## src/icache_consts.svh

```systemverilog
`ifndef ICACHE_CONSTS_SVH
`define ICACHE_CONSTS_SVH

// address and word widths
`define ADDR_SIZE 32
`define DATA_SIZE 32

// address split
`define TAG_SIZE 20
`define INDEX_SIZE 7
`define OFFSET_SIZE 5
`define WORD_SEL_SIZE 3

// geometry
`define BANK_NUM 8
`define SET_NUM 128
`define WAY_NUM 2
`define LINE_SIZE 256

`endif

```

## src/icache_pkg.sv

```systemverilog
`include "icache_consts.svh"

package icache_pkg;

    // one instruction word
    typedef logic [`DATA_SIZE-1:0] word_t;

    // word k sits at bits 32k+31 down to 32k
    typedef logic [`LINE_SIZE-1:0] line_t;

    // fetch address, raw or split into its cache fields
    typedef union packed {
        logic [`ADDR_SIZE-1:0] raw;
        struct packed {
            logic [`TAG_SIZE-1:0]                     tag;
            logic [`INDEX_SIZE-1:0]                   index;
            logic [`WORD_SEL_SIZE-1:0]                word_sel;
            logic [`OFFSET_SIZE-`WORD_SEL_SIZE-1:0]   byte_off;
        } f;
    } fetch_addr_u;

endpackage

```

## src/icache_lookup.sv

```systemverilog
`timescale 1ns/1ps
`include "icache_consts.svh"

module icache_lookup
    import icache_pkg::*;
(
    input  logic                   clk,
    input  logic                   reset,
    input  logic                   flush,
    input  logic                   fetch_valid,
    input  logic [`ADDR_SIZE-1:0]  fetch_pc,
    input  logic                   hold,
    output logic                   stall,
    output logic [`INDEX_SIZE-1:0] rd_index,
    output logic                   s1_valid,
    output fetch_addr_u            s1_addr
);

    fetch_addr_u in_addr;

    assign in_addr.raw = fetch_pc;

    // the core only ever sees the refill hold
    assign stall = hold;

    // reread the held set while a miss is pending,
    // else start the read for the incoming fetch
    assign rd_index = hold ? s1_addr.f.index : in_addr.f.index;

    // stage 1 valid
    always_ff @(posedge clk) begin
        if (reset || flush) begin
            s1_valid <= 1'b0;
        end else if (!hold) begin
            s1_valid <= fetch_valid;
        end
    end

    // stage 1 address
    always_ff @(posedge clk) begin
        if (!hold) begin
            s1_addr <= in_addr;
        end
    end

endmodule

```

## config.mk

```make
export PLATFORM = sky130hd
export DESIGN_NAME = icache_lookup
export DESIGN_NICKNAME = d
export VERILOG_FILES = /design/src/icache_pkg.sv /design/src/icache_lookup.sv
export VERILOG_INCLUDE_DIRS = /design/src
export SDC_FILE = /design/constraint.sdc
export NUM_CORES = 1
export LEC_CHECK = 0
export BUFFER_PORTS_ARGS = -buffer_cell sky130_fd_sc_hd__buf_2
export CAP_MARGIN = 20
export CORE_MARGIN = 2
export CORE_UTILIZATION = 40
export DETAILED_ROUTE_END_ITERATION = 16
export GPL_TIMING_DRIVEN = 0
export HOLD_SLACK_MARGIN = 0.03
export PLACE_DENSITY_LB_ADDON = 0.08
export SLEW_MARGIN = 10
export SYNTH_ARGS = -nofsm -noshare
export SYNTH_HDL_FRONTEND = slang
export SYNTH_SLANG_ARGS = --single-unit
```

## constraint.sdc

```tcl
create_clock -name clk -period 2.15 [get_ports clk]
set_clock_uncertainty 0.15 [all_clocks]
set_input_delay 0.645 -clock clk [delete_from_list [all_inputs] [get_ports clk]]
set_output_delay 0.645 -clock clk [all_outputs]
set_load 0.005 [all_outputs]
```

==> impl_metrics.tcl <==
set metrics [dict create \
    crit_chain "buf_6, mux2_4, buf_2" \
    finalNonFillerCells 161 \
    finalSetupViolations 0 \
    crit_path_end_kind "output pin" \
    rsz0062_at_grt "no" \
    grt_pass1_wl_mm 3.25 \
    crit_required_ns 1.35 \
    avgRoutedWirePerCell_um 13.2 \
    ys_seq_elements 33 \
    multiInputGateArea_sq_um 125 \
    synth_area_leader_cell "edfxtp_1" \
    cts.sinks 33 \
    ys.flop_type "edfxtp_1" \
    clock.fmax_ghz 0.496 \
    fin_nets 166 \
    tns_ns 0 \
    ys_top_cells_by_area "edfxtp_1, mux2_4, dfxtp_1" \
    die_h_um 57.1 \
    period_share_pct 93.7 \
    synthTopCellsByCount "edfxtp_1, mux2_4" \
    synth_edf_count 32 \
    areaGrowthSynthToFinish_pct 46.2 \
    max-slew-margin-rel_pct 66.8 \
    yosysMostFrequentCell "edfxtp_1" \
    p_per_area_nw_per_um2 814 \
    cts.clk_slew.worst_paths_ns 0.09 \
    port_buffers 76 \
    cp_max_fo 9 \
    finalMaxSlewViolations 0 \
    numCtsBuffers 5 \
    hold_viol_final 0 \
    outcome "finished, final reports clean" \
    synth-seq-area-share_pct 86.9 \
    start_util_pct 41.6 \
    total_power_w 0.00134 \
    via_per_inst 4.55 \
    syn_inst 45 \
    cts_resized 0 \
    fp-row-count 19 \
    synth_cell_types 8 \
    synth_nets 82 \
    cts_tree "done" \
    cts_hold_buffers 0 \
    antenna_found_initial 0 \
    grt_max_degree 23 \
    critPathSlowestCell "mux2_4" \
    vias 733 \
    fill_cells 228 \
    cts_max_level 2 \
    critPathArrivalTime_ns 1.22 \
    hp-class "primary input to register" \
    clkLatencyLatePin_ns 0.31 \
    avgSynthCellArea_sq_um 25.1 \
    place_congestion 0.722 \
    clockBufferDepth 2 \
    core_area_sq_um 2710 \
    die_area_sq_um 3260 \
    irDropWorstVdd_mv 0.748 \
    drt_iter0_markers 12 \
    place_inst 153 \
    ant_nets 0 \
    cellLeakagePower_nw 0.756 \
    whs_ns 0.334 \
    dr.pass1.iters 3 \
    drv_cap 0 \
    max_stage_delay_ns 0.31 \
    track_usage_pct 13.8 \
    post-route-min-period_ns 2.01 \
    startpoint_type "primary input" \
    cts-root-buf "clkbuf_4" \
    async_flop_share_pct 0 \
    drc_errors 0 \
    path_class "primary input to output pin" \
    yosys_warnings 0 \
    final_util_pct 60.9 \
    design.portCount 78 \
    yosysTopAreaCellShare_pct 85.1 \
    worst_pin_slew_ns 0.498 \
    netlist_area_sq_um 1130 \
    gr-total-overflow 0 \
    post_cts_buffers 0 \
    drive_above_1_share_pct 71.5 \
    die_w_um 57.1 \
    routed_wl_mm 2.13 \
    antenna_cells 0 \
    first_global_vias 703 \
    seq_area_sq_um 981 \
]
==> cells in the final DEF, fill, tap and decap left out <==
cell / n
buf_16: 1
buf_2: 76
buf_4: 1
buf_6: 1
bufinv_16: 1
clkbuf_1: 1
clkbuf_4: 5
clkinv_1: 1
dfxtp_1: 1
edfxtp_1: 32
inv_1: 1
mux2_4: 7
mux2i_1: 1
nor3_2: 1
==> metrics by stage <==
step | setup slack, ns | cell area [sq um]
3_5_place_dp | 0.135 | 1580
2_1_floorplan | 0.194 | 1130
6_report | 0.136 | 1650
4_1_cts | 0.133 | 1650
3_3_place_gp | -0.0393 | 1550
5_1_grt | 0.111 | 1650
==> flip-flops by register name (all words and copies together), names as in the netlist <==
| register | flops |
|---|---|
| s1_addr | 32 |
| s1_valid | 1 |
==> critical path, delay by kind of cell <==
family   cells  cell delay (ns)
buf+inv      2             0.27
mux          1             0.31
==> routing by layer <==
metal | up-vias | wire [um] | share of wire (%) | GRT usage, %
met5 | - | 0 | 0 | 0
met4 | 0 | 23 | 1.1 | 6.98
met1 | 342 | 774 | 36 | 14.7
li1 | 345 | - | - | -
met2 | 43 | 1130 | 53 | 23.6
met3 | 3 | 198 | 9.3 | 5.44
==> report_power, final <==
| part | leakage, nW | switching [W] | internal [W] |
|---|---|---|---|
| registers | 0.321 | 0.0000142 | 0.000760 |
| logic | 0.394 | 0.0000588 | 0.0000868 |
| clock network | 0.0399 | 0.000182 | 0.000242 |
| total | 0.756 | 0.000255 | 0.00109 |
==> logic make-up after synthesis <==
group,after synthesis,share of synthesized area (%)
DFF,33,86.9
muxes,8,10.2
and+or+nand+nor,1,0.887
buffers and inverters,3,2.00
==> layout make-up <==
type | instances | area share, %
Buffer | 2 | 1.14
Clock buffer | 6 | 2.50
Clock inverter | 2 | 2.05
Inverter | 1 | 0.227
Multi-Input combinational cell | 9 | 7.58
Sequential cell | 33 | 59.4
Tap cell | 31 | 2.35
Timing Repair Buffer | 77 | 24.7
==> final timing paths <==
| path | slack (ns) | depth (start not counted) | to | start |
|---|---|---|---|---|
| max | 0.14 | 3 | rd_index[6] | hold |
| min | 0.33 | 2 | s1_valid$_SDFFE_PP0N_ | reset |
| max reg2reg | 1.38 | 2 | s1_valid$_SDFFE_PP0N_ | s1_valid$_SDFFE_PP0N_ |
| min reg2reg | 0.39 | 2 | s1_valid$_SDFFE_PP0N_ | s1_valid$_SDFFE_PP0N_ |
No activity file was read; power rests on OpenSTA's default activity.
