[config.mk]
export PLATFORM = sky130hd
export DESIGN_NAME = icache_refill
export DESIGN_NICKNAME = d
export VERILOG_FILES = /design/src/icache_pkg.sv /design/src/icache_refill.sv
export VERILOG_INCLUDE_DIRS = /design/src
export SDC_FILE = /design/constraint.sdc
export NUM_CORES = 1
export LEC_CHECK = 0
export BUFFER_PORTS_ARGS = -buffer_cell sky130_fd_sc_hd__clkbuf_2
export CELL_PAD_IN_SITES_DETAIL_PLACEMENT = 0
export CELL_PAD_IN_SITES_GLOBAL_PLACEMENT = 1
export CORE_AREA = 2 2 286 288
export CTS_BUF_LIST = sky130_fd_sc_hd__clkbuf_4 sky130_fd_sc_hd__clkbuf_8 sky130_fd_sc_hd__clkbuf_16
export DETAILED_ROUTE_END_ITERATION = 8
export DIE_AREA = 0 0 288 290
export PLACE_DENSITY_LB_ADDON = 0.1
export SLEW_MARGIN = 15
export SYNTH_ARGS = -nofsm -noshare
export SYNTH_HDL_FRONTEND = slang
export SYNTH_SLANG_ARGS = --single-unit
[constraint.sdc]
create_clock -name clk -period 4.66 [get_ports clk]
set_input_delay 0.233 -clock clk [delete_from_list [all_inputs] [get_ports clk]]
set_output_delay 0.233 -clock clk [all_outputs]
set_load 0.005 [all_outputs]
[src/icache_consts.svh]
`ifndef ICACHE_CONSTS_SVH
`define ICACHE_CONSTS_SVH

// address and word widths
`define ADDR_SIZE 32
`define DATA_SIZE 32

// address split
`define TAG_SIZE 20
`define INDEX_SIZE 7
`define OFFSET_SIZE 5
`define WORD_SEL_SIZE 3

// geometry
`define BANK_NUM 8
`define SET_NUM 128
`define WAY_NUM 2
`define LINE_SIZE 256

`endif

[src/icache_pkg.sv]
`include "icache_consts.svh"

package icache_pkg;

    // one instruction word
    typedef logic [`DATA_SIZE-1:0] word_t;

    // word k sits at bits 32k+31 down to 32k
    typedef logic [`LINE_SIZE-1:0] line_t;

    // fetch address, raw or split into its cache fields
    typedef union packed {
        logic [`ADDR_SIZE-1:0] raw;
        struct packed {
            logic [`TAG_SIZE-1:0]                     tag;
            logic [`INDEX_SIZE-1:0]                   index;
            logic [`WORD_SEL_SIZE-1:0]                word_sel;
            logic [`OFFSET_SIZE-`WORD_SEL_SIZE-1:0]   byte_off;
        } f;
    } fetch_addr_u;

endpackage

[src/icache_refill.sv]
`timescale 1ns/1ps
`include "icache_consts.svh"

module icache_refill
    import icache_pkg::*;
(
    input  logic                   clk,
    input  logic                   reset,
    input  logic                   flush,
    input  logic                   s1_valid,
    input  fetch_addr_u            s1_addr,
    input  logic [`WAY_NUM-1:0]    hit,
    input  word_t                  rd_word [`WAY_NUM],
    output logic                   hold,
    output logic [`WAY_NUM-1:0]    way_we,
    output logic [`INDEX_SIZE-1:0] wr_index,
    output logic [`TAG_SIZE-1:0]   wr_tag,
    output line_t                  wr_line,
    output logic                   mem_req,
    output logic [`ADDR_SIZE-1:0]  mem_addr,
    input  logic                   mem_ack,
    input  line_t                  mem_data,
    output logic                   inst_valid,
    output word_t                  inst,
    output logic [`ADDR_SIZE-1:0]  inst_pc
);

    localparam logic [1:0] ST_IDLE = 2'd0;
    localparam logic [1:0] ST_REQ = 2'd1;
    localparam logic [1:0] ST_RELEASE = 2'd2;

    logic [1:0]          state;
    fetch_addr_u         req_addr;
    logic                req_live;
    logic                served;
    logic [`SET_NUM-1:0] lru;

    logic  s1_live;
    logic  s1_hit;
    logic  s1_miss;
    logic  start;
    logic  done;
    logic  victim;
    word_t hit_word;
    word_t fill_word;

    // stage 1 still holds the item just filled for one cycle
    assign s1_live = s1_valid && !served;
    assign s1_hit = s1_live && (|hit);
    assign s1_miss = s1_live && !(|hit);
    assign hold = s1_miss;

    assign start = (state == ST_IDLE) && s1_miss && !flush;
    assign done = (state == ST_REQ) && mem_ack;

    // lru bit names the victim way of the set
    assign victim = lru[req_addr.f.index];

    assign wr_index = req_addr.f.index;
    assign wr_tag = req_addr.f.tag;
    assign wr_line = mem_data;
    assign fill_word = mem_data[req_addr.f.word_sel*`DATA_SIZE +: `DATA_SIZE];

    assign mem_req = (state == ST_REQ);
    assign mem_addr = {req_addr.f.tag, req_addr.f.index, {`OFFSET_SIZE{1'b0}}};

    always_comb begin
        way_we = '0;
        if (done) begin
            way_we[victim] = 1'b1;
        end
    end

    always_comb begin
        hit_word = rd_word[0];
        for (int w = 1; w < `WAY_NUM; w++) begin
            if (hit[w]) begin
                hit_word = rd_word[w];
            end
        end
    end

    // four-phase handshake
    always_ff @(posedge clk) begin
        if (reset) begin
            state <= ST_IDLE;
        end else begin
            case (state)
                ST_IDLE: begin
                    if (start) begin
                        state <= ST_REQ;
                    end
                end
                ST_REQ: begin
                    if (mem_ack) begin
                        state <= ST_RELEASE;
                    end
                end
                ST_RELEASE: begin
                    // wait for ack low before any new request
                    if (!mem_ack) begin
                        state <= ST_IDLE;
                    end
                end
                default: begin
                    state <= ST_IDLE;
                end
            endcase
        end
    end

    always_ff @(posedge clk) begin
        if (start) begin
            req_addr <= s1_addr;
        end
    end

    // a flushed request still fills but returns nothing
    always_ff @(posedge clk) begin
        if (reset) begin
            req_live <= 1'b0;
            served <= 1'b0;
        end else begin
            if (start) begin
                req_live <= 1'b1;
            end else if (flush || done) begin
                req_live <= 1'b0;
            end
            served <= done && req_live;
        end
    end

    // the other way becomes lru
    always_ff @(posedge clk) begin
        if (reset) begin
            lru <= '0;
        end else begin
            if (s1_hit) begin
                lru[s1_addr.f.index] <= hit[0];
            end
            if (done) begin
                lru[req_addr.f.index] <= ~victim;
            end
        end
    end

    always_ff @(posedge clk) begin
        if (reset) begin
            inst_valid <= 1'b0;
        end else begin
            inst_valid <= !flush && (s1_hit || (done && req_live));
        end
    end

    // output word, from a way or forwarded from memory
    always_ff @(posedge clk) begin
        if (s1_hit) begin
            inst <= hit_word;
            inst_pc <= s1_addr.raw;
        end else if (done) begin
            inst <= fill_word;
            inst_pc <= req_addr.raw;
        end
    end

endmodule

==> out/metrics.yaml <==
rsz0062_at_grt: "no"
r2r_cells: 9
finalSetupViolations: 0
regToRegEndpoint: "lru[56]$_SDFF_PP0_"
cts_tree: "yes"
hp-class: "in2reg"
cp_slowest_stage_delay_ps: 1050
fin_cells: 3254
routed_via_density: 4.89
setup.worst_path.class: "reg2out"
area_growth_pct: 24.0
syn-mean-instance-area_um2: 9.57
nets: 2522
pwr-share-clk_pct: 46.5
maxClockFrequency_mhz: 225
dp_hpwl_um: 102000
path_cells: "buf_4 -> nor2b_1 -> a221oi_1 -> o21ai_0 -> o21ai_0 -> o211a_1 -> o21bai_4 -> nor2b_1 -> clkbuf_2"
port_buffers: 737
power_switching_mw: 1.88
first_pass_iters: 7
period_share_pct: 95.3
drv_cap: 0
r2r_start: "req_addr[5]$_DFFE_PP_"
min_from: "rd_word[42]"
hold_viol_final: 0
path_clk_slew_ps: 70
core-area_um2: 80200
holdPathEnd: "inst[10]$_DFFE_PP_"
critPathMaxFanout: 19
first_global_vias: 16000
dieArea_um2: 83500
drive_above_1_share_pct: 48.6
worst_pin_slew_ps: 1190
overflow: 0
p_per_area_nw_per_um2: 291
crit_arrival_ps: 4210
syn_area_um2: 16800
clockBufferDepth: 3
syn_inst: 1760
min_period_ps: 4440
antenna_found_initial: 14
routabilityCongestion: 1.04
ir_worst_vdd_mv: 0.219
wl_um: 124000
combinationalPowerShare_pct: 17.7
vias: 15900
critical-path-top-delay-family: "compound AO/OA/AOI/OAI gates"
slew_headroom_pct: 20.5
worst_ep_required_time_ps: 4430
remaining_drc_errors: 0
fin_skew_ps: 37.6
cts_made_buffers: 34
clock_latency_ps: 570
rrSetupSlack_ps: 540
p_leak_nw: 8.42
cp_num_buf_inv: 2
cts_sinks: 229
synth_edf_count: 96
status: "finished clean"
p_int_mw: 4.20
place_inst: 3160
track_usage_pct: 28.9
cp_slowest_cell: "edfxtp_1"
drt-initial-drc-count: 1230
swShare_pct: 30.9
io_pins: 743
fp-row-count: 104
ys.flop_type: "dfxtp_1"
async_flop_share_pct: 0
cts_resized: 0
yosysSeqAreaShare_pct: 32.9
slew_viol_final: 0
hold_depth: 3
yosys_register_bits: 229
grt_start_max_net_pins: 80
yosysWarnings: 0
start_kind: "flop"
ant_nets: 0
grt_pass1_wl_um: 161000
hold_slack_ps: 56.4
endpoint_kind: "output port"
cts_root_buf: "clkbuf_16"
synthDistinctLibCells: 60
dieWidth_um: 288
start_util_pct: 21.0
wl_per_cell_um: 38.0
die_y_um: 290
h-tree-depth: 2
setup_tns_ps: 0
seq_power_share_pct: 35.8
-- layer usage --
| metal | part of all wire, % | global-route usage [%] | up-vias |
|---|---|---|---|
| met5 | 0.033 | 0 | - |
| met4 | 3.5 | 9.30 | 6 |
| met3 | 7.9 | 8.48 | 105 |
| met2 | 53 | 53.6 | 709 |
| met1 | 36 | 31.0 | 8164 |
| li1 | - | - | 6920 |
-- sequential cells by signal, indices dropped and copies added, names as in the netlist --
signal and flops:
lru 128, inst 32, inst_pc 32, req_addr 32, state 2, inst_valid 1, req_live 1, served 1
-- cell families after synthesis --
family          after synthesis  share of synthesized area (%)
buf+inv                     464                           18.0
simple gates                431                           11.1
compound gates              389                           17.1
mux                         245                           20.8
flops                       229                           32.9
xor+xnor                      1                         0.0520
other cells                   1                         0.0223
-- metrics by stage --
stage / total power [mW] / util [%] / worst slack, ps / area, um^2
after floorplan: 2.69 / - / 1470 / 16900
after global placement: 3.29 / 24.2 / 828 / 19400
after detailed placement: 3.29 / 24.2 / 649 / 19400
after CTS: 6.17 / 26.0 / 252 / 20900
after global routing: 6.27 / 26.0 / 18.1 / 20900
final: 6.09 / 26.1 / 217 / 20900
-- Yosys cell counts (7+ instances only) --
cell type / count / area share, %
buf_2: 10 / 0.30
mux2i_1: 89 / 5.3
nand2b_1: 8 / 0.30
o21a_1: 49 / 2.2
a221oi_1: 24 / 1.2
nor3_1: 15 / 0.45
a311oi_1: 45 / 2.3
clkbuf_1: 110 / 2.5
nor2b_1: 53 / 2.0
mux4_2: 73 / 9.8
nor2_1: 150 / 3.3
a211oi_1: 37 / 1.6
buf_4: 317 / 14
a31oi_1: 7 / 0.26
o21ai_0: 18 / 0.53
a311oi_2: 30 / 2.7
a21oi_1: 149 / 4.4
nand2_1: 169 / 3.8
dfxtp_1: 133 / 16
buf_1: 10 / 0.22
mux2_2: 75 / 5.0
edfxtp_1: 96 / 17
buf_6: 11 / 0.74
nand3_1: 12 / 0.36
-- cell type report --
type | count | area [um^2]
clock buffers | 41 | 945
multi-input cells | 1071 | 8360
repair buffers | 821 | 4430
fillers | 8869 | 59300
clock inverters | 21 | 243
flip-flops and latches | 229 | 5550
inverters | 6 | 22.5
diodes | 5 | 12.5
well taps | 1060 | 1330
-- worst max path at each step --
stage                         end  cells past startpoint  slack (ps)                  start
6_report                way_we[1]                      9         220  req_addr[5]$_DFFE_PP_
5_1_grt                 way_we[1]                      9          20  req_addr[5]$_DFFE_PP_
4_1_cts                 way_we[1]                      9         250  req_addr[5]$_DFFE_PP_
3_5_place_dp   lru[57]$_SDFF_PP0_                      9         650  req_addr[5]$_DFFE_PP_
3_3_place_gp   lru[56]$_SDFF_PP0_                      9         830  req_addr[5]$_DFFE_PP_
2_1_floorplan   inst[0]$_DFFE_PP_                      7        1470                 hit[1]
-- tightest hold or removal path, stage by stage --
cell	delay [ps]
clkbuf_2	80
mux2i_1	50
a21oi_1	140
-- layout by cell type, fill, tap and decap left out, drive strengths merged, types with 12 or more instances in the layout --
cell type      n
a211oi        37
o21ai         18
a21oi        149
edfxtp        96
nor2         150
dlygate4sd3   27
nand2        169
mux2i         89
nand3         12
a311oi        75
nor2b         53
clkbuf       776
dfxtp        133
buf           59
mux4          75
nor3          15
o21a          49
mux2          81
a221oi        27
clkinv        13
-- what timing repair did --
item                       4_1_cts  5_1_grt
hold buffers                    27        0
setup endpoints to repair        0        0
buffers inserted                 0        0
hold endpoints to repair        52        0
-- power by group through the flow --
stage	combinational (mW)	clock, mW	sequential [mW]
floorplan	0.472	0	2.22
global placement	1.07	0	2.22
detailed placement	1.07	0	2.22
finish	1.08	2.83	2.18
global route	1.12	2.96	2.18
CTS	1.09	2.90	2.18
(Power assumes the default switching activity.)
